File: config.mk
export PLATFORM = sky130hd
export DESIGN_NAME = loader_cfg_regs
export DESIGN_NICKNAME = d
export VERILOG_FILES = /design/src/lp_pkg.sv /design/src/loader_cfg_regs.sv
export VERILOG_INCLUDE_DIRS = /design/src
export SDC_FILE = /design/constraint.sdc
export NUM_CORES = 1
export LEC_CHECK = 0
export BUFFER_PORTS_ARGS = -buffer_cell sky130_fd_sc_hd__buf_2
export CORE_MARGIN = 1.5
export CORE_UTILIZATION = 47
export DETAILED_ROUTE_END_ITERATION = 8
export MAX_ROUTING_LAYER = met4
export PLACE_DENSITY = 0.87
export SYNTH_ARGS = -nofsm -noshare
export SYNTH_HDL_FRONTEND = slang
export SYNTH_SLANG_ARGS = --single-unit
File: constraint.sdc
create_clock -name clk -period 2.1 [get_ports clk]
set_input_delay 0.105 -clock clk [delete_from_list [all_inputs] [get_ports clk]]
set_output_delay 0.105 -clock clk [all_outputs]
set_load 0.02 [all_outputs]
File: src/lp_defs.svh
/*
 * Shared widths and sizes of the program-load subsystem:
 * address, data and cycle counter widths, credit limit,
 * memory bank count and store latency.
 */

`ifndef LP_DEFS_SVH
`define LP_DEFS_SVH

// Node memory word address and data
`define LP_ADDR_W 10
`define LP_DATA_W 32

// Banks are picked by the low address bits
`define LP_NUM_BANKS 4
`define LP_BANK_W 2

// Outstanding store limit and the counter width for 0..limit
`define LP_MAX_CREDITS 4
`define LP_CREDIT_W 3

// Cycles from store acceptance to credit return
`define LP_MEM_LAT 2

// Cycle counter and timeout limit
`define LP_CYC_W 20

`endif
File: src/lp_pkg.sv
/*
 * Shared types: address, data, credit and cycle vectors,
 * loader FSM states and configuration register indices.
 */

`default_nettype none

`include "lp_defs.svh"

package lp_pkg;

  typedef logic [`LP_ADDR_W-1:0]   addr_t;
  typedef logic [`LP_DATA_W-1:0]   data_t;
  typedef logic [`LP_CREDIT_W-1:0] credit_t;
  typedef logic [`LP_CYC_W-1:0]    cyc_t;

  typedef enum logic [1:0] {
    IDLE   = 2'd0,
    LOAD   = 2'd1,
    SEND   = 2'd2,
    FINISH = 2'd3
  } loader_state_e;

  // Register map of the configuration block
  typedef enum logic [1:0] {
    BASE   = 2'd0,
    COUNT  = 2'd1,
    LIMIT  = 2'd2,
    STATUS = 2'd3
  } cfg_reg_e;

endpackage

`default_nettype wire

File: src/loader_cfg_regs.sv
/*
 * Configuration and status registers next to the loader:
 * base address, word count, cycle limit, status readback
 * and start forwarding while the loader is idle.
 */

`timescale 1ns/1ps
`default_nettype none

`include "lp_defs.svh"

module loader_cfg_regs (
  input  logic             clk,
  input  logic             rst_n_i,
  input  logic             cfg_we_i,
  input  lp_pkg::cfg_reg_e cfg_sel_i,
  input  lp_pkg::data_t    cfg_wdata_i,
  input  logic             start_i,
  input  logic             loader_idle_i,
  input  lp_pkg::credit_t  outstanding_i,
  input  logic             finish_i,
  input  logic             timeout_i,
  output lp_pkg::data_t    cfg_rdata_o,
  output lp_pkg::addr_t    base_o,
  output lp_pkg::addr_t    count_o,
  output lp_pkg::cyc_t     limit_o,
  output logic             start_o
);

  import lp_pkg::*;

  addr_t base_r;
  addr_t count_r;
  cyc_t  limit_r;

  always_ff @(posedge clk or negedge rst_n_i) begin
    if (!rst_n_i) begin
      base_r  <= '0;
      count_r <= '0;
      limit_r <= '0;
    end else if (cfg_we_i) begin
      case (cfg_sel_i)
        BASE:    base_r  <= cfg_wdata_i[`LP_ADDR_W-1:0];
        COUNT:   count_r <= cfg_wdata_i[`LP_ADDR_W-1:0];
        LIMIT:   limit_r <= cfg_wdata_i[`LP_CYC_W-1:0];
        // STATUS is read only
        default: ;
      endcase
    end
  end

  // Status layout: [0] finish, [1] timeout, [2] idle, above that outstanding credits
  always_comb begin
    cfg_rdata_o = '0;
    case (cfg_sel_i)
      BASE:  cfg_rdata_o[`LP_ADDR_W-1:0] = base_r;
      COUNT: cfg_rdata_o[`LP_ADDR_W-1:0] = count_r;
      LIMIT: cfg_rdata_o[`LP_CYC_W-1:0]  = limit_r;
      default: begin
        cfg_rdata_o[2:0]               = {loader_idle_i, timeout_i, finish_i};
        cfg_rdata_o[`LP_CREDIT_W+2:3]  = outstanding_i;
      end
    endcase
  end

  assign base_o  = base_r;
  assign count_o = count_r;
  assign limit_o = limit_r;

  // A start during a load is dropped here
  assign start_o = start_i & loader_idle_i;

endmodule

`default_nettype wire

==> results.toml <==
[synth]
yosysTopAreaCell = "dfrtp_1"
synthSimpleGateAreaFrac_pct = 5.67
synth_area_leaders = "dfrtp_1 (49%), mux2_4 (22%), mux4_2 (6.6%)"
synth_top_family_by_area = "multiplexers"
synth_compound_area_share_pct = 1.71
avgSynthCellArea_sq_um = 15.9
synth_warnings = 0
synth_cells = 129
yosysSeqAreaShare_pct = 48.8
synthMuxAreaShare_pct = 36.0
yosysTopAreaCellShare_pct = 48.8
netlist_area_sq_um = 2050
ys_ff_latch = 40
synth_xor_area_share_pct = 0
synthAdderAreaFrac_pct = 0
synth_cell_type_count = 15

[grt]
grt_pass1_vias = 1421
grt_max_degree = 41
overflow = 0
antenna_found_initial = 0
grt_pass1_wl_microns = 7160
grt_util_all_layers_pct = 19.2

[floorplan]
ios = 117
rows = 23
die_w_microns = 69.1
die_y_microns = 69.1
coreArea_sq_um = 4090
start_util_pct = 50.2
die_area_sq_um = 4770

[routing]
wl_per_cell_microns = 15.9
drt_iter0_markers = 89
drtPass1Iterations = 4
drc = 0
vias_per_cell = 5.05
drt_wl_total_microns = 4380
vias = 1389
final_antenna_net_count = 0

[pwr]
worst_ir_drop_vdd_mv = 0.476
power_density_nw_per_um2 = 930
fin_total_pwr_w = 0.00240
leakage_nw = 1.41

[cts]
cts-resized-gates = 0
clk_pin_slew_ps = 80
clkSinkCount = 40
cts_max_path_buffers = 2
post_cts_buffers = 0
cts_buffers = 5
clkLatencyLatePin_ps = 290
clock-root-buffer = "clkbuf_8"
tritoncts = "built"
htree_num_levels = 2

[place]
io_buffers = 92
dp_hpwl_microns = 3170
gp_congestion = 0.720

[timing]
setup_viol = 0
finalHoldViolCount = 0
rsz0062_at_grt = "false"
finalMaxSlewViolations = 0
period_minus_slack_ps = 1430
slew-limit-headroom_pct = 41.5
tns_ps = 0
skew_ps = 0
fin_crit_sh_pct = 67.9
fmax_mhz = 701
tightest_slew_ps = 877

[worst_setup_path]
worstPathArrival_ps = 1320
startpoint_type = "flip-flop"
worstPathRequired_ps = 2000
worstSetupEndpointType = "output port"
worst-setup-path-type = "reg2out"
worstPathMaxFanout = 3

[final_layout]
drive_above_1_share_pct = 67.1
fillers = 308
n_antenna_cell = 0
nets = 268
syn2layout_area_growth_pct = 26.0
fin_util_pct = 63.2

[run]
drv_cap = 0

[outcome]
outcome = "finished, final reports clean"

[hold_path]
hold_class = "in2reg"
==> per-stage QoR <==
| stage | cells | setup slack [ps] | cell area (sq um) | hold WS, ps |
|---|---|---|---|---|
| finish | 275 | 674 | 2580 | 43.9 |
| global route | 275 | 607 | 2580 | 36.5 |
| CTS | 275 | 668 | 2580 | 36.7 |
| detailed placement | 266 | 598 | 2480 | 277 |
| global placement | 266 | 611 | 2480 | 256 |
| floorplan | 140 | 1000 | 2090 | -191 |
==> Yosys cell counts <==
cell type  count
buf_6          5
mux2_2        10
conb_1         1
o2bb2ai_1      4
dfrtp_1       40
buf_2          2
nand3b_1       1
and2b_1        1
mux2i_1        4
nand3b_4       1
mux4_2         6
buf_4         12
nor3b_2        1
and2_1        11
mux2_4        30
==> layer usage <==
layer  vias to the layer above  track usage [%]  share of wire [%]
li1                        622                -                  -
met1                       682             24.2                 43
met2                        83             31.4                 49
met3                         2             3.80                7.5
met4                         0             5.66               0.32
met5                         -                -                  0
==> power by group <==
part           switching (W)  internal, W  leakage (nW)
Sequential          0.000116     0.000917         0.473
Clock               0.000259     0.000262        0.0510
Combinational       0.000457     0.000392         0.881
Total               0.000832      0.00157          1.41
==> flip-flops by register name, indices dropped and copies added, names as in the netlist <==
signal / flops
base_o: 10
count_o: 10
limit_o: 20
==> cell families (layout without fill, tap and decap cells) <==
family / Yosys count / in the layout
muxes: 50 / 50
DFF: 40 / 40
buffers and inverters: 19 / 104
and+or+nand+nor: 15 / 15
AOI/OAI and AO/OA: 4 / 4
other: 1 / 12
==> final timing paths <==
| kind | from | end | slack, ps | depth (start not counted) |
|---|---|---|---|---|
| worst max-delay path | count_o[0]$_DFFE_PN0P_ | cfg_rdata_o[0] | 670 | 2 |
| worst min-delay path | cfg_wdata_i[16] | limit_o[16]$_DFFE_PN0P_ | 40 | 2 |
| max in group asynchronous | rst_n_i | limit_o[3]$_DFFE_PN0P_ | 1080 | 2 |
| worst min register to register | limit_o[2]$_DFFE_PN0P_ | limit_o[2]$_DFFE_PN0P_ | 530 | 1 |
| min in group asynchronous | rst_n_i | base_o[0]$_DFFE_PN0P_ | 470 | 2 |
| worst max register to register | limit_o[8]$_DFFE_PN0P_ | limit_o[8]$_DFFE_PN0P_ | 1300 | 1 |
==> layout make-up <==
class | count | area (sq um) | share of cell area (%)
clock buffers | 6 | 82.6 | 3.20
clock inverters | 2 | 10.0 | 0.387
multi-input cells | 81 | 935 | 36.2
flip-flops and latches | 40 | 1000 | 38.7
well taps | 50 | 62.6 | 2.42
repair buffers | 96 | 493 | 19.1
==> cells in the final DEF (no fill, tap or decap), drive strengths merged <==
cell	count
and2	11
and2b	1
buf	95
clkbuf	6
clkinv	2
conb	12
dfrtp	40
dlygate4sd3	1
mux2	40
mux2i	4
mux4	6
nand3b	2
nor3b	1
o2bb2ai	4
==> critical path, stage by stage, from the launching register on <==
cell	delay, ps
dfrtp_1	410
mux4_2	450
buf_2	170
==> what timing repair did <==
item                                    4_1_cts  5_1_grt
hold buffers                                  1        0
hold endpoints to repair                     40        0
endpoints found under the setup margin        0        0
Power figures use the tool's default switching activity.
