**src/lp_defs.svh**
```systemverilog
/*
 * Shared widths and sizes of the program-load subsystem:
 * address, data and cycle counter widths, credit limit,
 * memory bank count and store latency.
 */

`ifndef LP_DEFS_SVH
`define LP_DEFS_SVH

// Node memory word address and data
`define LP_ADDR_W 10
`define LP_DATA_W 32

// Banks are picked by the low address bits
`define LP_NUM_BANKS 4
`define LP_BANK_W 2

// Outstanding store limit and the counter width for 0..limit
`define LP_MAX_CREDITS 4
`define LP_CREDIT_W 3

// Cycles from store acceptance to credit return
`define LP_MEM_LAT 2

// Cycle counter and timeout limit
`define LP_CYC_W 20

`endif
```
**src/lp_pkg.sv**
```systemverilog
/*
 * Shared types: address, data, credit and cycle vectors,
 * loader FSM states and configuration register indices.
 */

`default_nettype none

`include "lp_defs.svh"

package lp_pkg;

  typedef logic [`LP_ADDR_W-1:0]   addr_t;
  typedef logic [`LP_DATA_W-1:0]   data_t;
  typedef logic [`LP_CREDIT_W-1:0] credit_t;
  typedef logic [`LP_CYC_W-1:0]    cyc_t;

  typedef enum logic [1:0] {
    IDLE   = 2'd0,
    LOAD   = 2'd1,
    SEND   = 2'd2,
    FINISH = 2'd3
  } loader_state_e;

  // Register map of the configuration block
  typedef enum logic [1:0] {
    BASE   = 2'd0,
    COUNT  = 2'd1,
    LIMIT  = 2'd2,
    STATUS = 2'd3
  } cfg_reg_e;

endpackage

`default_nettype wire

```
**src/spmd_loader.sv**
```systemverilog
/*
 * Loader FSM: takes host words one at a time and turns each
 * into a store packet at a sequential address from the base,
 * then pulses the finish packet after the last store.
 */

`timescale 1ns/1ps
`default_nettype none

`include "lp_defs.svh"

module spmd_loader (
  input  logic          clk,
  input  logic          rst_n_i,
  input  logic          start_i,
  input  lp_pkg::addr_t base_i,
  input  lp_pkg::addr_t count_i,
  input  logic          in_v_i,
  input  lp_pkg::data_t in_data_i,
  output logic          in_ready_o,
  output logic          pkt_v_o,
  output lp_pkg::addr_t pkt_addr_o,
  output lp_pkg::data_t pkt_data_o,
  input  logic          pkt_ready_i,
  output logic          fin_pkt_o,
  output logic          idle_o
);

  import lp_pkg::*;

  localparam addr_t ADDR_ONE = addr_t'(1);

  loader_state_e state_r;
  addr_t         remain_r;
  addr_t         addr_r;
  data_t         data_r;

  ////////////////////////////////////////////////////////////////////////////
  // FSM

  always_ff @(posedge clk or negedge rst_n_i) begin
    if (!rst_n_i) begin
      state_r  <= IDLE;
      remain_r <= '0;
    end else begin
      case (state_r)
        IDLE: begin
          if (start_i) begin
            remain_r <= count_i;
            // Nothing to store, go straight to the finish packet
            state_r  <= (count_i == '0) ? FINISH : LOAD;
          end
        end
        LOAD: begin
          if (in_v_i) begin
            state_r <= SEND;
          end
        end
        SEND: begin
          if (pkt_ready_i) begin
            remain_r <= remain_r - ADDR_ONE;
            state_r  <= (remain_r == ADDR_ONE) ? FINISH : LOAD;
          end
        end
        default: state_r <= IDLE;
      endcase
    end
  end

  ////////////////////////////////////////////////////////////////////////////
  // Packet address and data

  always_ff @(posedge clk) begin
    if (state_r == IDLE && start_i) begin
      addr_r <= base_i;
    end else if (state_r == SEND && pkt_ready_i) begin
      addr_r <= addr_r + ADDR_ONE;
    end
    if (in_ready_o && in_v_i) begin
      data_r <= in_data_i;
    end
  end

  assign in_ready_o = (state_r == LOAD);
  assign pkt_v_o    = (state_r == SEND);
  assign pkt_addr_o = addr_r;
  assign pkt_data_o = data_r;
  assign fin_pkt_o  = (state_r == FINISH);
  assign idle_o     = (state_r == IDLE);

  // Held packet must not change while the credit gate stalls it
  a_pkt_stable: assert property (@(posedge clk) disable iff (!rst_n_i)
    pkt_v_o && !pkt_ready_i |=> pkt_v_o && $stable(pkt_addr_o) && $stable(pkt_data_o));

endmodule

`default_nettype wire

```
**config.mk**
```make
export PLATFORM = sky130hd
export DESIGN_NAME = spmd_loader
export DESIGN_NICKNAME = d
export VERILOG_FILES = /design/src/lp_pkg.sv /design/src/spmd_loader.sv
export VERILOG_INCLUDE_DIRS = /design/src
export SDC_FILE = /design/constraint.sdc
export NUM_CORES = 1
export LEC_CHECK = 0
export BUFFER_PORTS_ARGS = -buffer_cell sky130_fd_sc_hd__buf_2
export CORE_AREA = 3 3 100 102
export DETAILED_ROUTE_END_ITERATION = 6
export DIE_AREA = 0 0 103 105
export PLACE_DENSITY = 0.44
export SLEW_MARGIN = 20
export SYNTH_ARGS = -nofsm -noshare
export SYNTH_HDL_FRONTEND = slang
export SYNTH_SLANG_ARGS = --single-unit
```
**constraint.sdc**
```tcl
create_clock -name clk -period 2.6 [get_ports clk]
set_input_delay 0.26 -clock clk [delete_from_list [all_inputs] [get_ports clk]]
set_output_delay 0.26 -clock clk [all_outputs]
set_load 0.02 [all_outputs]
```
==> results of run 1 <==
## registers in the layout, indices dropped and copies added (netlist names)
name,cells
pkt_addr_o,10
pkt_data_o,32
remain_r,10
state_r,2
## layout make-up
cell class	count	area [sq um]	area share
inverter	7	26.3	0.00863
multi-input combinational	110	666	0.219
clock inverter	3	47.5	0.0156
timing repair buffer	105	536	0.176
tap	111	139	0.0456
clock buffer	5	68.8	0.0226
sequential	54	1560	0.513
## path summary, 6_finish.rpt
check / from / end / slack, ns / cells past startpoint
min reg2reg: remain_r[6] / remain_r[6] / 0.53 / 2
max: state_r[0] / pkt_v_o / 0.51 / 3
max reg2reg: remain_r[1] / remain_r[6] / 0.76 / 6
min: in_data_i[0] / pkt_data_o[0] / 0.12 / 1
max in group asynchronous: rst_n_i / state_r[0] / 2.00 / 2
min in group asynchronous: rst_n_i / remain_r[9] / 0.36 / 2
## worst max-delay path, delay by kind of cell, from the launching register on
family	cells	cell delay (ns)
simple gates	1	0.37
buf+inv	2	0.69
flops	1	0.46
## cell usage in the layout, fill, tap and decap left out, types with 2 or more instances in the layout
master / n
dfrtp_1: 12
nor3_1: 6
a21oi_1: 10
nand3_1: 3
o21ai_0: 19
and2_1: 2
o2bb2ai_1: 3
clkbuf_8: 5
mux2i_1: 2
buf_4: 2
nor2_1: 14
nand2_1: 15
buf_2: 102
ha_1: 3
nor4_1: 3
edfxtp_1: 42
xnor2_1: 7
inv_1: 6
a31o_2: 2
nand2b_1: 3
## logic make-up (layout without fill, tap and decap cells)
kind of cell	Yosys count	after routing	synth area share
mux	3	3	0.0136
xor+xnor	8	8	0.0306
simple gates	53	53	0.112
flops	54	54	0.681
compound gates	43	43	0.118
fa+ha+maj	3	3	0.0164
buf+inv	14	120	0.0284
## where the power goes
part	internal (mW)	total [mW]	switching, mW
clock	0.293	0.584	0.291
sequential	1.25	1.45	0.209
combinational	0.421	1.14	0.724
## through the flow
step / hold WS, ns / instance area [sq um]
final: 0.122 / 3040
after global routing: 0.0987 / 3040
after CTS: 0.107 / 3040
after detailed placement: 0.166 / 2920
after global placement: 0.168 / 2920
after floorplan: -0.0356 / 2290
## metal layers
metal	track usage	vias up	wire length (um)
met1	0.133	806	2670
met5	0	-	0
li1	-	863	-
met3	0.0314	2	580
met4	0.0278	0	28
met2	0.154	86	2430
## timing repair
action                                  CTS  global route
endpoints found under the hold margin    12             0
endpoints found under the setup margin    0             0
hold buffers                              1             0
==> impl_results.md, run 1 <==
- Status: complete, no violations
- Maximum clock frequency: 480 MHz
- Clock Latency Late Sink: 0.30 ns
- Setup Skew: slightly above 0.007 ns
- Share of cells above drive strength 1: 0.423
- Number of flops mapped to enable cells by yosys: 42
- Top FF cell, synth: edfxtp_1
- Reg clk slew, reported paths: 0.10 ns
- Wire per inst: 14.4 um
- Synth Instances: 178
- Yosys warns: 0
- Yosys reg bits: 54
- Total wire length: 5700 um
- Average size of a mapped cell: 12.9 sq um
- Vias in the first global route: 1,662
- Most frequent cell after synthesis: edfxtp_1
- CP Max Fanout: 15
- Die W: just over 100 um
- Synthesis-to-layout area growth: 32.8%
- Layout Utilization: 0.331
- Grt total ovfl: 0
- Leak: around 1.2 nW
- Post-Syn Area: 2290 sq um
- Largest area contributor in the netlist: edfxtp_1
- Post_cts resized: 0
- Post-synth ARST share: 0.222
- CP endpoint kind: primary output
- Gr usage total: 0.0996
- DRC: 0
- Dominant cells by area after synthesis: edfxtp_1 (55%), dfrtp_1 (13%), o21ai_0 (4.1%)
- Synth cell types: 39
- CTS buffer count: 5
- Vias per cell: ~4.4
- DR pass1 iterations: 4
- Synth top cells by count: edfxtp_1 (42), o21ai_0 (19), nand2_1 (15)
- Max-slew headroom: 0.602
- Root Buffer: clkbuf_8
- Cell Pwr Density: 1050 nW/um^2
- Dpl ws: 0.780 ns
- Layout Nets: 343
- Setup_tns: 0 ns
- RSZ-0062 raised after global routing: no
- Critical path class: register to primary output
- Max Cap Viol: 0
- Max Slew Vio Count: 0
- Diode count: 0
- Synth Net Count: roughly 240
- Crit-path max cell delay: 0.46 ns
- Clock Path Buffers: 2
- Total number of vias: 1,757
- Fillers: 960
- # placed instances: 386
- Synth top area share: 0.550
- Critical path's slowest cell: dfrtp_1
- Final setup fails: 0
- Post-route ant nets: 0
- Io pins: slightly above 100
- Setup WS post-layout: 0.515 ns
- Die H: 105 um
- Worst vdd ir: 390 uV
- Port Buffer Count: roughly 100
- Initial DRC count: 64
- Seq/Total Area, Yosys: 0.681
- Row cnt: 35
- Antenna violations before repair: 0
- Post-CTS setup buffer count: 0
- Tot Pwr: 3.18 mW
- Routability congestion estimate: slightly above 0.7
- Fin cells: about 400
- CTS tree: yes
- CTS H-Tree Depth: 2
- Die area: 10,800 sq um
- Tmin final: about 2.1 ns
- Tcrit/Tclk final: 0.802
- First-pass GRT wire length: 8450 um
- Core Footprint: 9200 sq um
- Critical Path AT: 1.83 ns
- Pin count of the biggest net entering global routing: 33
- Starting Density: 0.249
- HP Class: input port to register
- Crit-path cells: nand2b_1 -> inv_1 -> buf_2
- CP Launch Type: register
- CTS sink cnt: between 50 and 60
- Worst EP required: 2.34 ns
- Endpoints failing hold: 0
- Detailed Place HPWL: 4340 um
- Worst Tran Pin Value: 0.595 ns
(Power assumes the default switching activity.)
==> inputs of run 2 (changes only) <==
Clock period 2.6 ns to 2 ns, I/O delays scaled along.
==> impl_results.md, run 2 (synthesis results as in run 1) <==
- Die H: 105 um
- Wire per inst: 14.3 um
- HP Class: input port to register
- Worst vdd ir: ~550 uV
- Fillers: 954
- Setup_tns: 0 ns
- P_sw: 1.59 mW
- CTS H-Tree Depth: 2
- Total wire length: 5660 um
- Critical Path AT: 1.99 ns
- Worst Tran Pin Value: 0.497 ns
- CTS tree: yes
- Post-route ant nets: 0
- Reg power frac: 0.452
- Reg clk slew, reported paths: ~0.10 ns
- Vias in the first global route: 1,659
- Logic gate share of total power: 0.368
- Status: complete, no violations
- Max Cap Viol: 0
- Die area: 10,800 sq um
- Tmin final: approximately 1.8 ns
- Clock Path Buffers: 2
- RSZ-0062 raised after global routing: no
- Root Buffer: clkbuf_8
- CP Max Fanout: 6
- Final setup fails: 0
- Layout Nets: 345
- Pin count of the biggest net entering global routing: 24
- Setup Skew: 0.00493 ns
- Routability congestion estimate: 0.750
- Endpoints failing hold: 0
- Core Footprint: 9200 sq um
- Most frequent cells in the layout: buf_2 (102), edfxtp_1 (42), o21ai_0 (19)
- Synthesis-to-layout area growth: 34.6%
- First-pass GRT wire length: between 8000 and 9000 um
- Row cnt: 35
- Detailed Place HPWL: 4310 um
- Crit-path max cell delay: between 0.5 and 0.6 ns
- Max-slew headroom: 0.666
- Maximum clock frequency: 552 MHz
- Io pins: 103
- Vias per cell: 4.45
- Leak: 1.26 nW
- DR pass1 iterations: 4
- Starting Density: 0.249
- Crit-path cells: inv_1 -> ha_1 -> or3b_2 -> o31a_1 -> o21ai_0 -> o21ai_0
- Grt total ovfl: 0
- Worst EP required: 2.18 ns
- DRC: 0
- Total number of vias: 1,767
- Cell-internal power: 2.60 mW
- Max reg flops: 32
- Switch share: 0.379
- CTS buffer count: 5
- Max Slew Vio Count: 0
- CTS sink cnt: 54
- Cell Pwr Density: 1360 nW/um^2
- Antenna violations before repair: 0
- Initial DRC count: 14
- CP endpoint kind: register
- Tcrit/Tclk final: 0.906
- Gr usage total: 0.102
- Setup WS post-layout: 0.188 ns
- Critical path class: register to register
- Port Buffer Count: 102
- Die W: 103 um
- Diode count: 0
- Critical path's slowest cell: or3b_2
- Worst path most repeated cell: o21ai_0
- Clock Latency Late Sink: 0.30 ns
- Share of cells above drive strength 1: 0.430
- Dpl ws: slightly below 0.2 ns
- Most common cell after layout, fill and taps aside: buf_2
- Clock power share: 0.180
- CP Launch Type: register
## run 2: cell count changes in the layout (fill, tap and decap cells not counted), sizes merged
cell,before,now
buf,104,106
## run 2: metal layers
metal | vias to the layer above | wire length (um) | GRT usage
li1 | 870 | - | -
met1 | 809 | 2770 | 0.147
met2 | 83 | 2350 | 0.147
met3 | 5 | 479 | 0.0294
met4 | 0 | 66 | 0.0278
met5 | - | 0 | 0
## run 2: what timing repair did
action                                  CTS  global route
gates resized for setup                   0             0
hold buffers                              1             0
endpoints found under the setup margin    0             0
setup buffers                             0             0
hold endpoints to repair                 12             0
## run 2: layout make-up
cell class	instances	area (sq um)	area share
flip-flops and latches	54	1560	0.506
clock buffers	5	68.8	0.0223
clock inverters	3	47.5	0.0154
repair buffers	107	576	0.187
multi-input cells	110	667	0.216
inverters	7	26.3	0.00852
well taps	111	139	0.0450
## run 2: through the flow
step	std cells	power, mW	hold slack, ns	util	cell area [sq um]
2_1_floorplan	178	2.93	-0.0956	-	2290
3_3_place_gp	388	3.49	0.108	0.322	2960
3_5_place_dp	388	3.48	0.107	0.322	2960
4_1_cts	397	4.27	0.0445	0.336	3090
5_1_grt	397	4.50	0.0336	0.336	3090
6_report	397	4.19	0.0622	0.336	3090
## run 2: final timing paths
kind                             endpoint  slack (ns)           from  cells past startpoint
min in group asynchronous     remain_r[3]        0.30        rst_n_i                      2
max in group asynchronous     remain_r[6]        1.48        rst_n_i                      2
min reg2reg                   remain_r[6]        0.53    remain_r[6]                      2
min                        pkt_data_o[23]        0.06  in_data_i[23]                      1
max                           remain_r[6]        0.19    remain_r[0]                      6
max reg2reg                   remain_r[6]        0.19    remain_r[0]                      6
## run 2: power groups by stage
stage                     sequential [mW]  combinational [mW]  clock, mW
after floorplan                      2.08               0.855          0
after global placement               1.92                1.57          0
after detailed placement             1.91                1.57          0
after CTS                            1.89                1.57      0.804
after global routing                 1.95                1.71      0.842
final                                1.89                1.54      0.756
## run 2: critical path: cells and delay by family, from the launching register on
kind	cells	cell delay (ns)
flops	1	0.44
buf+inv	1	0.08
compound gates	3	0.47
fa+ha+maj	1	0.18
simple gates	1	0.52
