**src/lp_defs.svh**
```systemverilog
/*
 * Shared widths and sizes of the program-load subsystem:
 * address, data and cycle counter widths, credit limit,
 * memory bank count and store latency.
 */

`ifndef LP_DEFS_SVH
`define LP_DEFS_SVH

// Node memory word address and data
`define LP_ADDR_W 10
`define LP_DATA_W 32

// Banks are picked by the low address bits
`define LP_NUM_BANKS 4
`define LP_BANK_W 2

// Outstanding store limit and the counter width for 0..limit
`define LP_MAX_CREDITS 4
`define LP_CREDIT_W 3

// Cycles from store acceptance to credit return
`define LP_MEM_LAT 2

// Cycle counter and timeout limit
`define LP_CYC_W 20

`endif
```
**src/lp_pkg.sv**
```systemverilog
/*
 * Shared types: address, data, credit and cycle vectors,
 * loader FSM states and configuration register indices.
 */

`default_nettype none

`include "lp_defs.svh"

package lp_pkg;

  typedef logic [`LP_ADDR_W-1:0]   addr_t;
  typedef logic [`LP_DATA_W-1:0]   data_t;
  typedef logic [`LP_CREDIT_W-1:0] credit_t;
  typedef logic [`LP_CYC_W-1:0]    cyc_t;

  typedef enum logic [1:0] {
    IDLE   = 2'd0,
    LOAD   = 2'd1,
    SEND   = 2'd2,
    FINISH = 2'd3
  } loader_state_e;

  // Register map of the configuration block
  typedef enum logic [1:0] {
    BASE   = 2'd0,
    COUNT  = 2'd1,
    LIMIT  = 2'd2,
    STATUS = 2'd3
  } cfg_reg_e;

endpackage

`default_nettype wire

```
**src/credit_counter.sv**
```systemverilog
/*
 * Store credit counter: takes a credit per store, gets one
 * back per memory return, gates packet issue on zero.
 */

`timescale 1ns/1ps
`default_nettype none

`include "lp_defs.svh"

module credit_counter (
  input  logic            clk,
  input  logic            rst_n_i,
  input  logic            take_i,
  input  logic            return_i,
  output logic            ready_o,
  output logic            full_o,
  output lp_pkg::credit_t outstanding_o
);

  import lp_pkg::*;

  localparam credit_t MAX_CREDITS = credit_t'(`LP_MAX_CREDITS);
  localparam credit_t CREDIT_ONE  = credit_t'(1);

  // Credits still available
  credit_t count_r;

  always_ff @(posedge clk or negedge rst_n_i) begin
    if (!rst_n_i) begin
      count_r <= MAX_CREDITS;
    end else begin
      case ({take_i, return_i})
        2'b10:   count_r <= count_r - CREDIT_ONE;
        2'b01:   count_r <= count_r + CREDIT_ONE;
        default: count_r <= count_r;
      endcase
    end
  end

  assign ready_o       = (count_r != '0);
  assign full_o        = (count_r == MAX_CREDITS);
  assign outstanding_o = MAX_CREDITS - count_r;

  // No store without a credit, no return beyond the limit
  a_credit_range: assert property (@(posedge clk) disable iff (!rst_n_i)
    (count_r <= MAX_CREDITS) && !(take_i && !return_i && count_r == '0) &&
    !(return_i && !take_i && full_o));

endmodule

`default_nettype wire

```
**config.mk**
```make
export PLATFORM = sky130hd
export DESIGN_NAME = credit_counter
export DESIGN_NICKNAME = d
export VERILOG_FILES = /design/src/lp_pkg.sv /design/src/credit_counter.sv
export VERILOG_INCLUDE_DIRS = /design/src
export SDC_FILE = /design/constraint.sdc
export NUM_CORES = 1
export LEC_CHECK = 0
export BUFFER_PORTS_ARGS = -buffer_cell sky130_fd_sc_hd__buf_2
export CAP_MARGIN = 5
export CORE_AREA = 2 2 39 41
export CTS_CLUSTER_DIAMETER = 150
export CTS_CLUSTER_SIZE = 12
export DETAILED_ROUTE_END_ITERATION = 16
export DIE_AREA = 0 0 41 43
export PLACE_DENSITY_LB_ADDON = 0.12
export RECOVER_POWER = 25
export SLEW_MARGIN = 0
export SYNTH_ARGS = -nofsm -noshare
export SYNTH_HDL_FRONTEND = slang
export SYNTH_SLANG_ARGS = --single-unit
```
**constraint.sdc**
```tcl
create_clock -name clk -period 1.5 [get_ports clk]
set_input_delay 0.3 -clock clk [delete_from_list [all_inputs] [get_ports clk]]
set_output_delay 0.3 -clock clk [all_outputs]
set_load 0.01 [all_outputs]
```
==> results of run 1 <==
==> power groups by stage <==
| stage | Combinational, uW | Clock, uW | Sequential (uW) |
|---|---|---|---|
| global placement | 331 | 0 | 178 |
| detailed placement | 347 | 0 | 180 |
| floorplan | 252 | 0 | 171 |
| CTS | 621 | 150 | 162 |
| global route | 711 | 160 | 169 |
| finish | 644 | 141 | 162 |
==> final timing paths <==
check | startpoint | endpoint | cells past startpoint | slack [ns]
worst max-delay path | count_r[0]$_DFFE_PN0P_ | outstanding_o[2] | 5 | 0.008
worst min-delay path | rst_n_i | count_r[1]$_DFFE_PN0P_ | 2 | 0.40
worst min register to register | count_r[2]$_DFFE_PN1P_ | count_r[2]$_DFFE_PN1P_ | 3 | 0.59
worst max register to register | count_r[0]$_DFFE_PN0P_ | count_r[2]$_DFFE_PN1P_ | 5 | 0.12
min in group clk | return_i | count_r[0]$_DFFE_PN0P_ | 3 | 0.45
max in group asynchronous | rst_n_i | count_r[2]$_DFFE_PN1P_ | 2 | 0.87
==> logic make-up (layout without fill, tap and decap cells) <==
family / Yosys count / after routing
fa+ha+maj: 5 / 5
flops: 3 / 3
simple gates: 1 / 1
xor+xnor: 3 / 3
mux: 1 / 1
buf+inv: 8 / 26
==> stage by stage <==
stage	total power (uW)	utilization, %	area (um^2)	TNS (ns)	cells
after floorplan	424.0	-	221.5	0	21
after global placement	509.4	20.34	281.5	0	45
after detailed placement	526.3	20.34	281.5	0	45
after CTS	932.2	29.29	405.4	0	55
after global routing	1041	29.66	410.4	-0.08924	55
final	947.9	29.66	410.4	0	55
==> synthesized netlist by cell type <==
cell	instances
buf_4	1
dfrtp_1	2
dfstp_2	1
fa_1	1
ha_1	4
inv_1	7
mux2_2	1
nor2_1	1
xnor2_1	2
xor2_1	1
==> per-layer routing <==
metal | vias to the layer above | wire [um] | global-route usage (%)
met5 | - | 0 | 0
met4 | 0 | 0 | 10.00
met3 | 0 | 20 | 1.571
met2 | 6 | 268 | 9.688
met1 | 90 | 179 | 6.840
li1 | 94 | - | -
==> cell type report <==
type / count / share of cell area, %
Inverter: 7 / 6.402
Multi-Input combinational cell: 10 / 36.89
Timing Repair Buffer: 15 / 26.83
Tap cell: 16 / 4.878
Clock buffer: 4 / 6.402
Sequential cell: 3 / 18.60
==> repair_timing <==
action	CTS	global route
pin swaps	2	3
resized for setup	11	2
endpoints found under the hold margin	2	0
hold buffers	1	0
cloned	0	0
setup buffers	5	0
endpoints found under the setup margin	3	3
==> worst max-delay path, delay by kind of cell (launching register included) <==
kind	cells	cell delay [ns]
buf+inv	3	0.18
fa+ha+maj	2	0.42
flops	1	0.35
==> impl_metrics.env, run 1 <==
export IMPL_drt_iter0_markers=2
export IMPL_synthSimpleGateAreaFrac_pct=1.695
export IMPL_slowest_stage="dfrtp_1"
export IMPL_grt_max_degree=4
export IMPL_synth_cells=21
export IMPL_synth_seq_cells=3
export IMPL_clock_sinks=3
export IMPL_synth_area_top_cells="dfrtp_1 23%, ha_1 23%, dfstp_2 12%"
export IMPL_via_per_inst=3.455
export IMPL_path_max_fanout=2
export IMPL_htreeDepth=1
export IMPL_netlist_area_um2=221.5
export IMPL_hp_class="in2async"
export IMPL_drc=0
export IMPL_final_nets=49
export IMPL_finalWorstSetupSlack_ns=0.008469
export IMPL_fmax_mhz=670.5
export IMPL_largest_register="count_r"
export IMPL_syn_num_nets=30
export IMPL_relSlewSlack_pct=89.61
export IMPL_cp_required_ns=1.20
export IMPL_power_share_clock_pct=14.9
export IMPL_grt_usage_pct=7.056
export IMPL_antenna_found_initial=0
export IMPL_synthAdderAreaFrac_pct=31.64
export IMPL_gp_congestion=0.5943
export IMPL_synth_compound_area_share_pct=0
export IMPL_synthXorXnorAreaFrac_pct=11.86
export IMPL_grt_first_pass_wirelength_um=731
export IMPL_rows=14
export IMPL_setup_viol=0
export IMPL_synth_top_area_share_pct=22.60
export IMPL_cpPeakStageDelay_ns=0.35
export IMPL_drive_gt1_share_pct=66.67
export IMPL_swShare_pct=36.83
export IMPL_powerDensity_nw_per_um2=2310
export IMPL_clkLatencyLatePin_ns=0.23
export IMPL_path_clk_slew_ns=0.04
export IMPL_cp_arrival_ns=1.19
export IMPL_slew_violations=0
export IMPL_ys_types=10
export IMPL_root_buffer="clkbuf_4"
export IMPL_tightest_slew_ns=0.1559
export IMPL_top_regs="count_r: 3 flops"
export IMPL_pre_cts_slack_ns=0.0003353
export IMPL_status="finished clean"
export IMPL_yosysWarnings=0
export IMPL_p_int_uw=598.8
export IMPL_p_leak_uw=0.0001938
export IMPL_sequentialPowerShare_pct=17.1
export IMPL_clockBufferDepth=2
export IMPL_routed_wl_um=467
export IMPL_core_region_area_um2=1384
export IMPL_p_sw_uw=349.2
export IMPL_end_kind="output port"
export IMPL_first_pass_iters=2
export IMPL_diodes=0
export IMPL_synth_seq_area_share_pct=34.46
export IMPL_die_width_um=41
export IMPL_largest_register_ffs=3
export IMPL_synth_top_family_by_area="adder cells"
export IMPL_irDropWorstVdd_v=0.0003934
export IMPL_ant_nets=0
export IMPL_path_cells="inv_2 > ha_4 > ha_4 > inv_2 > buf_6"
export IMPL_ioPinCount=9
export IMPL_cts_buffers=3
export IMPL_area_growth_pct=85.31
export IMPL_fin_crit_ns=1.492
export IMPL_avgRoutedWirePerCell_um=8.491
export IMPL_fin_worst_skew_ns=0.002695
export IMPL_path_class="reg2out"
export IMPL_die_h_um=43
export IMPL_port_buffers=8
export IMPL_overflow=0
export IMPL_p_comb_share_pct=68.0
export IMPL_yosys_area_top_type="dfrtp_1"
export IMPL_cts_tree="done"
export IMPL_layout_common_cells="5 x buf_2, 5 x buf_4, 4 x inv_2"
export IMPL_num_vias=190
export IMPL_drv_cap=0
export IMPL_hold_violations=0
export IMPL_syn_avg_cell_area_um2=10.55
export IMPL_final_fill_count=147
export IMPL_rsz0062_at_grt="yes"
export IMPL_startpoint_type="register"
export IMPL_fin_hold_ws_ns=0.4026
export IMPL_multi_input_area_um2=151.4
export IMPL_period_share_pct=99.44
export IMPL_die_area_um2=1763
export IMPL_seqCellArea_um2=76.32
export IMPL_start_util_pct=16.00
export IMPL_synth_area_mux_share_pct=5.085
export IMPL_grt_pass1_vias=214
(Power assumes the default switching activity.)
==> run 2, diff against run 1 <==
--- a/config.mk
+++ b/config.mk
@@ -6,13 +6,13 @@
 export SDC_FILE = /design/constraint.sdc
 export NUM_CORES = 1
 export LEC_CHECK = 0
-export BUFFER_PORTS_ARGS = -buffer_cell sky130_fd_sc_hd__buf_2
 export CAP_MARGIN = 5
 export CORE_AREA = 2 2 39 41
 export CTS_CLUSTER_DIAMETER = 150
 export CTS_CLUSTER_SIZE = 12
 export DETAILED_ROUTE_END_ITERATION = 16
 export DIE_AREA = 0 0 41 43
+export DONT_BUFFER_PORTS = 1
 export PLACE_DENSITY_LB_ADDON = 0.12
 export RECOVER_POWER = 25
 export SLEW_MARGIN = 0
==> run 2 against run 1 <==
Fmax rose by 3.7%. Sequential share of layout area increased by 6.0 points. Register-to-register slack hardly changed. Sequential power is 4% lower. Wire length shrank 28%. Combinational power fell by 38%. Clock skew is 0.0020 ns lower. Global-route usage down 1.8 points. Clock power about the same.
==> impl_metrics.env, run 2 (synthesis results as in run 1) <==
export IMPL_drc=0
export IMPL_end_kind="output port"
export IMPL_cts_tree="done"
export IMPL_status="finished clean"
export IMPL_die_h_um=43
export IMPL_first_pass_iters=1
export IMPL_fin_worst_skew_ns=0.0007239
export IMPL_die_area_um2=1763
export IMPL_hp_class="in2async"
export IMPL_grt_use_met1_pct=4.870
export IMPL_top_regs="count_r: 3 flops"
export IMPL_largest_register="count_r"
export IMPL_via_per_inst=3.364
export IMPL_p_leak_uw=0.0001480
export IMPL_die_width_um=41
export IMPL_start_util_pct=16.00
export IMPL_final_core_util_pct=22.42
export IMPL_drv_cap=0
export IMPL_powerDensity_nw_per_um2=2242
export IMPL_rsz0062_at_grt="no"
export IMPL_rows=14
export IMPL_path_max_fanout=2
export IMPL_worstReg2RegStart="count_r[0]$_DFFE_PN0P_"
export IMPL_path_class="reg2out"
export IMPL_cp_required_ns=1.20
export IMPL_hold_violations=0
export IMPL_startpoint_type="register"
export IMPL_setup_viol=0
export IMPL_num_vias=148
export IMPL_grt_usage_pct=5.237
export IMPL_clock_sinks=3
export IMPL_tightest_slew_ns=0.1410
export IMPL_routed_wl_um=336
export IMPL_grt_pass1_vias=138
export IMPL_irDropWorstVdd_v=0.0003470
export IMPL_core_region_area_um2=1384
export IMPL_grt_first_pass_wirelength_um=476
export IMPL_root_buffer="clkbuf_4"
export IMPL_overflow=0
export IMPL_final_common_cell="inv_1"
export IMPL_layout_common_cells="6 x inv_1, 3 x clkbuf_4, 3 x buf_4"
export IMPL_drt_iter0_markers=0
export IMPL_relSlewSlack_pct=90.57
export IMPL_antenna_found_initial=0
export IMPL_use_met2_pct=5.000
export IMPL_clkLatencyLatePin_ns=0.23
export IMPL_period_share_pct=95.88
export IMPL_path_clk_slew_ns=0.04
export IMPL_worstSetupStartpoint="count_r[2]$_DFFE_PN1P_"
export IMPL_cp_arrival_ns=1.14
export IMPL_diodes=0
export IMPL_ioPinCount=9
export IMPL_fin_setup_tns_ns=0
export IMPL_avgRoutedWirePerCell_um=7.636
export IMPL_drive_gt1_share_pct=42.86
export IMPL_ant_nets=0
export IMPL_slew_violations=0
export IMPL_clockBufferDepth=2
export IMPL_final_nets=38
export IMPL_htreeDepth=1
export IMPL_area_growth_pct=40.11
export IMPL_fmax_mhz=695.3
export IMPL_busiest_layer="met4"
export IMPL_largest_register_ffs=3
export IMPL_gp_congestion=0.5960
export IMPL_port_buffers=0
export IMPL_cts_buffers=3
export IMPL_grtUsageMet3_pct=1.571
export IMPL_grt_max_degree=4
export IMPL_fin_crit_ns=1.438
-- run 2: worst paths after layout --
check                      cells past startpoint  slack, ns                     end
setup / recovery                               3       0.06        outstanding_o[2]
hold / removal                                 1       0.32  count_r[0]$_DFFE_PN0P_
setup reg to reg                               5       0.13  count_r[2]$_DFFE_PN1P_
hold reg to reg                                2       0.55  count_r[2]$_DFFE_PN1P_
max in group asynchronous                      1       0.96  count_r[2]$_DFFE_PN1P_
min in group clk                               2       0.36  count_r[0]$_DFFE_PN0P_
-- run 2: cell type report --
class,instances,area [um^2]
fillers,160,1074
multi-input cells,10,128.9
flip-flops and latches,3,76.32
repair buffers,4,32.53
clock buffers,4,26.28
inverters,7,26.28
well taps,16,20.02
-- run 2: repair_timing --
action	CTS	global route
pin swaps	0	3
hold buffers	1	0
resized for setup	1	3
buffers inserted	2	0
setup endpoints to repair	2	2
hold endpoints to repair	3	0
-- run 2: power by group --
part,switching [uW],internal (uW),leakage [uW],total (uW)
registers,20.2,135,0.0000338,156
logic,202,197,0.0000992,399
clock network,40.9,99.6,0.0000150,141
-- run 2: metal layers --
metal	wire (um)	up-vias	share of wire (%)
li1	-	72	-
met1	149	62	44
met2	142	10	42
met3	21	4	6.3
met4	23	0	6.8
met5	0	-	0
-- run 2: stage by stage --
stage | std cells | power, uW | hold slack [ns] | setup slack (ns) | instance area (um^2)
final | 44 | 695.5 | 0.3187 | 0.06174 | 310.3
after floorplan | 21 | 424.0 | 0.004409 | 0.1450 | 221.5
after global placement | 37 | 464.5 | 0.004513 | 0.08978 | 241.5
after global routing | 44 | 769.8 | 0.3083 | 0.009849 | 310.3
after CTS | 44 | 667.3 | 0.3172 | 0.002145 | 292.8
after detailed placement | 37 | 466.4 | 0.004507 | 0.07443 | 241.5
-- run 2: worst max-delay path, cell delays in order (launching register included) --
cell     delay, ns
dfstp_2       0.52
inv_1         0.08
ha_4          0.27
inv_2         0.04
