--- src/lp_defs.svh ---
/*
 * Shared widths and sizes of the program-load subsystem:
 * address, data and cycle counter widths, credit limit,
 * memory bank count and store latency.
 */

`ifndef LP_DEFS_SVH
`define LP_DEFS_SVH

// Node memory word address and data
`define LP_ADDR_W 10
`define LP_DATA_W 32

// Banks are picked by the low address bits
`define LP_NUM_BANKS 4
`define LP_BANK_W 2

// Outstanding store limit and the counter width for 0..limit
`define LP_MAX_CREDITS 4
`define LP_CREDIT_W 3

// Cycles from store acceptance to credit return
`define LP_MEM_LAT 2

// Cycle counter and timeout limit
`define LP_CYC_W 20

`endif
--- src/lp_pkg.sv ---
/*
 * Shared types: address, data, credit and cycle vectors,
 * loader FSM states and configuration register indices.
 */

`default_nettype none

`include "lp_defs.svh"

package lp_pkg;

  typedef logic [`LP_ADDR_W-1:0]   addr_t;
  typedef logic [`LP_DATA_W-1:0]   data_t;
  typedef logic [`LP_CREDIT_W-1:0] credit_t;
  typedef logic [`LP_CYC_W-1:0]    cyc_t;

  typedef enum logic [1:0] {
    IDLE   = 2'd0,
    LOAD   = 2'd1,
    SEND   = 2'd2,
    FINISH = 2'd3
  } loader_state_e;

  // Register map of the configuration block
  typedef enum logic [1:0] {
    BASE   = 2'd0,
    COUNT  = 2'd1,
    LIMIT  = 2'd2,
    STATUS = 2'd3
  } cfg_reg_e;

endpackage

`default_nettype wire

--- src/finish_monitor.sv ---
/*
 * Finish monitor: cycle counter from start, finish once the
 * finish packet is seen and all credits are back, timeout at
 * the configured cycle limit.
 */

`timescale 1ns/1ps
`default_nettype none

`include "lp_defs.svh"

module finish_monitor (
  input  logic         clk,
  input  logic         rst_n_i,
  input  logic         start_i,
  input  logic         fin_pkt_i,
  input  logic         credits_full_i,
  input  lp_pkg::cyc_t limit_i,
  output logic         finish_o,
  output logic         timeout_o,
  output logic         busy_o
);

  import lp_pkg::*;

  localparam cyc_t CYC_ONE = cyc_t'(1);

  cyc_t cyc_r;
  logic busy_r;
  logic fin_seen_r;
  logic finish_r;
  logic timeout_r;
  logic done;

  // fin_pkt counts on the cycle it arrives as well
  assign done = (fin_seen_r || fin_pkt_i) && credits_full_i;

  always_ff @(posedge clk or negedge rst_n_i) begin
    if (!rst_n_i) begin
      cyc_r      <= '0;
      busy_r     <= 1'b0;
      fin_seen_r <= 1'b0;
      finish_r   <= 1'b0;
      timeout_r  <= 1'b0;
    end else if (start_i) begin
      cyc_r      <= '0;
      busy_r     <= 1'b1;
      fin_seen_r <= 1'b0;
      finish_r   <= 1'b0;
      timeout_r  <= 1'b0;
    end else if (busy_r) begin
      cyc_r <= cyc_r + CYC_ONE;
      if (fin_pkt_i) begin
        fin_seen_r <= 1'b1;
      end
      // Finish wins over a timeout in the same cycle
      if (done) begin
        finish_r <= 1'b1;
        busy_r   <= 1'b0;
      end else if (cyc_r >= limit_i) begin
        timeout_r <= 1'b1;
        busy_r    <= 1'b0;
      end
    end
  end

  assign finish_o  = finish_r;
  assign timeout_o = timeout_r;
  assign busy_o    = busy_r;

  a_excl: assert property (@(posedge clk) disable iff (!rst_n_i)
    !(finish_o && timeout_o));

endmodule

`default_nettype wire

--- config.mk ---
export PLATFORM = sky130hd
export DESIGN_NAME = finish_monitor
export DESIGN_NICKNAME = d
export VERILOG_FILES = /design/src/lp_pkg.sv /design/src/finish_monitor.sv
export VERILOG_INCLUDE_DIRS = /design/src
export SDC_FILE = /design/constraint.sdc
export NUM_CORES = 1
export LEC_CHECK = 0
export ABC_AREA = 0
export BUFFER_PORTS_ARGS = -buffer_cell sky130_fd_sc_hd__buf_2
export CAP_MARGIN = 20
export CORE_ASPECT_RATIO = 1.1
export CORE_MARGIN = 1.5
export CORE_UTILIZATION = 60
export DETAILED_ROUTE_END_ITERATION = 8
export HOLD_SLACK_MARGIN = 0.02
export PLACE_DENSITY = 0.89
export SYNTH_ARGS = -nofsm -noshare
export SYNTH_HDL_FRONTEND = slang
export SYNTH_SLANG_ARGS = --single-unit
export TNS_END_PERCENT = 10
--- constraint.sdc ---
create_clock -name clk -period 4.1 [get_ports clk]
set_clock_uncertainty 0.15 [all_clocks]
set_input_delay 0.615 -clock clk [delete_from_list [all_inputs] [get_ports clk]]
set_output_delay 0.615 -clock clk [all_outputs]
set_load 0.005 [all_outputs]
==> flow_metrics.env, run 1 <==
export IMPL_power_per_cell_area_mw_per_mm2=262
export IMPL_grt_pass1_vias=1379
export IMPL_slew_headroom=0.656
export IMPL_min_period_over_period=0.507
export IMPL_die_w_um=52.7
export IMPL_path_clk_slew_ns=0.14
export IMPL_row_count=19
export IMPL_rsz0062_at_grt="no"
export IMPL_crit_arrival_ns=2.17
export IMPL_synth_edff_count=0
export IMPL_synth_common_cells="dfrtp_1 (24), nor2_1 (24), inv_1 (22)"
export IMPL_ys_warn_count=0
export IMPL_layout_cells_non_filler=235
export IMPL_status="finished clean"
export IMPL_fmax_mhz=481
export IMPL_ioPinCount=28
export IMPL_dr_total_vias=1289
export IMPL_coreArea_mm2=0.00254
export IMPL_critPathLaunchType="flip-flop"
export IMPL_required_ns=4.19
export IMPL_synthCells=177
export IMPL_synth_largest_area_cell="dfrtp_1"
export IMPL_swShare=0.236
export IMPL_cts_resized=0
export IMPL_worst_setup_path_end_kind="flip-flop"
export IMPL_drc_errors=0
export IMPL_drt_initial_drc_count=11
export IMPL_dieArea_mm2=0.00304
export IMPL_ys_flop_type="dfrtp_1"
export IMPL_dp_cells=231
export IMPL_die_h_um=57.7
export IMPL_antenna_found_initial=0
export IMPL_hold_buffers=0
export IMPL_cpMaxStageDelayCell="dfrtp_1"
export IMPL_cpMostUsedCell="a311oi_1"
export IMPL_grt_max_degree=26
export IMPL_path_cells="ha_1, nand4_1, nor4_1, a311oi_1, a311oi_1"
export IMPL_syn_cell_area_mm2=0.00163
export IMPL_detail_route_antenna_nets=0
export IMPL_final_hold_violation_count=0
export IMPL_initial_core_util=0.642
export IMPL_nNetsFinal=251
export IMPL_yosys_register_bits=24
export IMPL_p_clk_frac=0.354
export IMPL_switchingPower_uw=114
export IMPL_pwr_share_seq=0.523
export IMPL_hold_ws_ns=0.0913
export IMPL_finalPower_uw=482
export IMPL_setup_tns_ns=0
export IMPL_max_vdd_ir_drop_mv=0.289
export IMPL_cp_top_family="simple AND/OR/NAND/NOR gates"
export IMPL_cts_setup_buffers=0
export IMPL_drt_wl_total_mm=3.15
export IMPL_grt_pass1_wl_mm=5.59
export IMPL_ys_types=28
export IMPL_combPwrFrac=0.123
export IMPL_synthToLayoutAreaGrowth_pct=12.8
export IMPL_drv_slew=0
export IMPL_vias_per_cell=5.49
export IMPL_track_usage=0.242
export IMPL_drt_first_pass_iters=4
export IMPL_setup_viol=0
export IMPL_layout_drive_gt1_share=0.181
export IMPL_internal_power_uw=368
export IMPL_pre_cts_slack_ns=1.71
export IMPL_cts_buffers=3
export IMPL_avgSynthCellArea_um2=9.22
export IMPL_grt_overflow_total=0
export IMPL_yosysTopAreaCellShare=0.368
export IMPL_min_path_type="in2async"
export IMPL_maxCapViolCount=0
export IMPL_antenna_cells=0
export IMPL_synthTopCellsByArea="dfrtp_1 (37%), ha_1 (16%), xor2_1 (8.0%), nor2_1 (5.5%), inv_1 (5.1%)"
export IMPL_avgRoutedWirePerCell_um=13.4
export IMPL_dp_hpwl_mm=2.59
export IMPL_leakagePower_uw=0.000991
export IMPL_ys_async_sr_fraction=1.00
export IMPL_crit_fanout=4
export IMPL_setup_ws_ns=2.02
export IMPL_gp_congestion=0.886
export IMPL_cts_path_max_buffers=2
export IMPL_crit_type="reg2reg"
export IMPL_clk_latency_ns=0.32
export IMPL_cts_root_buf="clkbuf_4"
export IMPL_io_buffers=27
export IMPL_crit_path_max_incr_delay_ns=0.46
export IMPL_cts_max_level=1
export IMPL_critical_path_buf_inv_count=0
export IMPL_cts_sinks=24
export IMPL_cts_tree="done"
export IMPL_synth_seq_area_share=0.368
export IMPL_tightest_slew_ns=0.516
export IMPL_min_period_ns=2.08
export IMPL_synth_nets=223
## power by group through the flow
stage | logic, uW | clock network [uW] | registers (uW)
floorplan | 38.1 | 0 | 253
global placement | 56.2 | 0 | 256
detailed placement | 60.2 | 0 | 256
CTS | 60.6 | 173 | 252
global route | 68.9 | 182 | 253
finish | 59.2 | 171 | 252
## registers in the layout, indices dropped and copies added (netlist names)
name	count
fin_seen_r	1
timeout_o	1
cyc_r	20
finish_o	1
busy_o	1
## cell usage in the layout, fill, tap and decap left out
master     synthesis  layout
a21o_1             1       1
a21oi_1           14      14
a22oi_1            1       1
a311oi_1           2       2
a41o_1             1       1
and3_1             3       3
buf_2              2      27
bufinv_16          0       1
clkbuf_4           0       3
dfrtp_1           24      24
ha_1              21      21
inv_1             22      22
mux2i_1            1       1
nand2_1           13      13
nand2b_1           1       1
nand3_1            6       6
nand4_1            7       7
nand4_4            2       2
nor2_1            24      24
nor2_2             1       1
nor4_1             1       1
nor4_4             1       1
nor4b_2            1       1
nor4b_4            1       1
o21ai_0            5       5
o21ai_1            1       1
or3_1              1       1
xnor2_1            3       3
xor2_1            15      15
## cells by family after synthesis
logic type      after synthesis  share of synthesized area
xor+xnor                     18                     0.0966
compound gates               25                     0.0874
fa+ha+maj                    21                      0.161
flops                        24                      0.368
mux                           1                    0.00613
buf+inv                      26                     0.0613
simple gates                 62                      0.220
## per-layer routing
layer  part of all wire  track usage  vias up
met5                  0            0        -
met4             0.0079       0.0549        0
met3              0.033       0.0387        2
met2               0.53        0.448       27
met1               0.43        0.289      609
li1                   -            -      651
## through the flow
| step | utilization | cell area (um2) |
|---|---|---|
| after floorplan | - | 1630 |
| after CTS | 0.724 | 1840 |
| after global routing | 0.724 | 1840 |
| after detailed placement | 0.703 | 1790 |
| after global placement | 0.703 | 1790 |
| final | 0.724 | 1840 |
## final timing paths
kind,from,end,slack (ns),cells after the start
min in group clk,finish_o,finish_o,0.37,2
max,cyc_r[16],timeout_o,2.02,5
max in group asynchronous,rst_n_i,cyc_r[12],3.35,1
min,rst_n_i,cyc_r[16],0.09,1
max reg2reg,cyc_r[16],timeout_o,2.02,5
min reg2reg,finish_o,finish_o,0.37,2
## layout make-up
class                           count  area [um2]
Timing Repair Buffer               27         135
Multi-Input combinational cell    127         932
Tap cell                           31        38.8
Clock inverter                      1        30.0
Sequential cell                    24         601
Clock buffer                        3        22.5
Fill cell                         196         702
Inverter                           22        82.6
Note: power is estimated with default switching activity, not from simulation.
==> run 2, diff against run 1 <==
--- a/config.mk
+++ b/config.mk
@@ -6,15 +6,15 @@
 export SDC_FILE = /design/constraint.sdc
 export NUM_CORES = 1
 export LEC_CHECK = 0
-export ABC_AREA = 0
+export ABC_AREA = 1
 export BUFFER_PORTS_ARGS = -buffer_cell sky130_fd_sc_hd__buf_2
 export CAP_MARGIN = 20
 export CORE_ASPECT_RATIO = 1.1
 export CORE_MARGIN = 1.5
-export CORE_UTILIZATION = 60
+export CORE_UTILIZATION = 57
 export DETAILED_ROUTE_END_ITERATION = 8
 export HOLD_SLACK_MARGIN = 0.02
-export PLACE_DENSITY = 0.89
+export PLACE_DENSITY = 0.84
 export SYNTH_ARGS = -nofsm -noshare
 export SYNTH_HDL_FRONTEND = slang
 export SYNTH_SLANG_ARGS = --single-unit
==> constraint.sdc (replaced) <==
create_clock -name clk -period 2.1 [get_ports clk]
set_clock_uncertainty 0.15 [all_clocks]
set_input_delay 0.315 -clock clk [delete_from_list [all_inputs] [get_ports clk]]
set_output_delay 0.315 -clock clk [all_outputs]
set_load 0.005 [all_outputs]
==> run 2 against run 1 <==
Compared with the run above:
- sequential share of layout area decreased by 3.1 points
- sequential cell count unchanged
- wire length rose by 13%
- total power rose by 67%
- global-route usage shrank 1.4 points
- critical path depth up 4
- final cell count up 38%
- maximum frequency grew 16%
- die area rose by 19%
- hold slack better by 0.037 ns
- largest cell class unchanged
==> flow_metrics.env, run 2 <==
export IMPL_final_hold_violation_count=0
export IMPL_dr_total_vias=1682
export IMPL_synth_area_mux_share=0
export IMPL_setup_ws_ns=0.303
export IMPL_cp_top_family="simple AND/OR/NAND/NOR gates"
export IMPL_synth_compound_area_frac=0.0969
export IMPL_row_count=21
export IMPL_die_h_um=62.9
export IMPL_die_w_um=57.5
export IMPL_drt_first_pass_iters=4
export IMPL_status="finished clean"
export IMPL_fmax_mhz=556
export IMPL_synthTopCellsByArea="dfrtp_1 (32%), ha_1 (14%), nand2_1 (14%), inv_1 (11%), nor2_1 (4.8%)"
export IMPL_synth_common_cells="nand2_1 (68), inv_1 (54), dfrtp_1 (24), nor2_1 (24), ha_1 (21)"
export IMPL_tightest_slew_ns=0.530
export IMPL_yosysMostFrequentCell="nand2_1"
export IMPL_layout_drive_gt1_share=0.144
export IMPL_path_cells="ha_1, nand2_1, nor2_1, nand2_1, nor2_1, nand2_1, nand4_1, nand2_1, a21oi_1"
export IMPL_min_period_ns=1.80
export IMPL_maxCapViolCount=0
export IMPL_synthXorXnorAreaFrac=0.00471
export IMPL_cts_root_buf="clkbuf_4"
export IMPL_cts_resized=0
export IMPL_cts_path_max_buffers=2
export IMPL_antenna_cells=0
export IMPL_vias_per_cell=5.18
export IMPL_antenna_found_initial=0
export IMPL_track_usage=0.228
export IMPL_ioPinCount=28
export IMPL_final_cell_mix="nand2_1 (68), inv_1 (54), buf_2 (27)"
export IMPL_crit_path_max_incr_delay_ns=0.43
export IMPL_cts_sinks=24
export IMPL_ys_flop_type="dfrtp_1"
export IMPL_leakagePower_uw=0.00115
export IMPL_setup_viol=0
export IMPL_yosysTopAreaCellShare=0.323
export IMPL_synthToLayoutAreaGrowth_pct=9.62
export IMPL_rsz0062_at_grt="no"
export IMPL_required_ns=2.20
export IMPL_cpMaxStageDelayCell="dfrtp_1"
export IMPL_drc_errors=0
export IMPL_pre_cts_slack_ns=0.289
export IMPL_cpMostUsedCell="nand2_1"
export IMPL_ys_warn_count=0
export IMPL_min_period_over_period=0.856
export IMPL_initial_core_util=0.605
export IMPL_gp_congestion=0.911
export IMPL_crit_fanout=3
export IMPL_synth_edff_count=0
export IMPL_critPathLaunchType="flip-flop"
export IMPL_dp_hpwl_mm=2.94
export IMPL_drt_wl_total_mm=3.55
export IMPL_synthCells=262
export IMPL_crit_arrival_ns=1.90
export IMPL_grt_pass1_vias=1610
export IMPL_slew_headroom=0.647
export IMPL_synth_largest_area_cell="dfrtp_1"
export IMPL_worst_setup_path_end_kind="flip-flop"
export IMPL_crit_type="reg2reg"
export IMPL_coreArea_mm2=0.00307
export IMPL_drv_slew=0
export IMPL_cts_tree="done"
export IMPL_synth_seq_area_share=0.323
export IMPL_cts_buffers=3
export IMPL_grt_pass1_wl_mm=6.55
export IMPL_yosys_register_bits=24
export IMPL_clk_latency_ns=0.31
export IMPL_power_per_cell_area_mw_per_mm2=394
export IMPL_final_common_cell="nand2_1"
export IMPL_path_clk_slew_ns=0.12
export IMPL_synth_simple_area_share=0.302
export IMPL_synth_top_family_by_area="simple AND/OR/NAND/NOR gates"
export IMPL_nNetsFinal=339
export IMPL_ys_async_sr_fraction=1.00
export IMPL_max_vdd_ir_drop_mv=0.298
export IMPL_synth_adder_area_share=0.141
export IMPL_ys_types=27
export IMPL_syn_cell_area_mm2=0.00186
export IMPL_io_buffers=27
export IMPL_largest_register_ffs=20
export IMPL_drt_initial_drc_count=53
export IMPL_cts_max_level=1
export IMPL_avgRoutedWirePerCell_um=10.9
export IMPL_synth_nets=308
export IMPL_grt_overflow_total=0
export IMPL_largest_register="cyc_r"
export IMPL_detail_route_antenna_nets=0
export IMPL_min_path_type="in2reg"
export IMPL_setup_tns_ns=0
export IMPL_cts_setup_buffers=0
export IMPL_grt_max_degree=25
export IMPL_dieArea_mm2=0.00361
export IMPL_avgSynthCellArea_um2=7.10
export IMPL_critical_path_buf_inv_count=0
run 2: report_power, final:
| part | total, uW | internal, uW | switching [uW] |
|---|---|---|---|
| combinational | 122 | 51.3 | 70.3 |
| clock | 198 | 67.2 | 131 |
| sequential | 484 | 473 | 10.3 |
| total | 804 | 592 | 212 |
run 2: path summary, 6_finish.rpt:
check                           cells past startpoint       from  slack [ns]        end
worst max-delay path                                9  cyc_r[19]        0.30  timeout_o
worst min register to register                      1  cyc_r[14]        0.37  cyc_r[14]
max in group asynchronous                           2    rst_n_i        1.10   cyc_r[6]
min in group asynchronous                           2    rst_n_i        0.35  cyc_r[14]
worst min-delay path                                2    start_i        0.13  timeout_o
worst max register to register                      9  cyc_r[19]        0.30  timeout_o
run 2: worst register-to-register path: stages, from the launching register on:
cell and delay, ns:
dfrtp_1 0.43, ha_1 0.31, nand2_1 0.08, nor2_1 0.20
nand2_1 0.10, nor2_1 0.11, nand2_1 0.06, nand4_1 0.12
nand2_1 0.07, a21oi_1 0.11
run 2: metrics by stage:
step / hold WS, ns / utilization / area [um2] / std cells / power (uW)
5_1_grt: 0.129 / 0.663 / 2040 / 325 / 854
2_1_floorplan: -0.131 / - / 1860 / 262 / 569
4_1_cts: 0.112 / 0.663 / 2040 / 325 / 815
6_report: 0.128 / 0.663 / 2040 / 325 / 804
3_3_place_gp: 0.169 / 0.652 / 2010 / 321 / 610
3_5_place_dp: 0.174 / 0.652 / 2010 / 321 / 615
run 2: timing repair:
| action | in CTS | in global routing |
|---|---|---|
| hold endpoints to repair | 24 | 0 |
| hold buffers | 1 | 0 |
| setup endpoints to repair | 0 | 0 |
run 2: layer usage:
layer  vias to the layer above  GRT usage  wire (um)
met2                        35      0.375       1720
met1                       758      0.289       1580
li1                        880          -          -
met4                         0      0.116         97
met3                         9     0.0290        150
met5                         -          0          0
run 2: area by class of cell:
| type | instances | area [um2] |
|---|---|---|
| fillers | 282 | 1040 |
| multi-input cells | 180 | 1010 |
| flip-flops and latches | 24 | 601 |
| inverters | 55 | 206 |
| repair buffers | 29 | 153 |
| well taps | 34 | 42.5 |
| clock buffers | 3 | 22.5 |
run 2: cell families after synthesis:
family | Yosys count
AND/OR/NAND/NOR | 124
flip-flops | 24
AO/OA/AOI/OAI | 34
buffers and inverters | 58
adder cells (fa/ha/maj) | 21
XOR/XNOR | 1
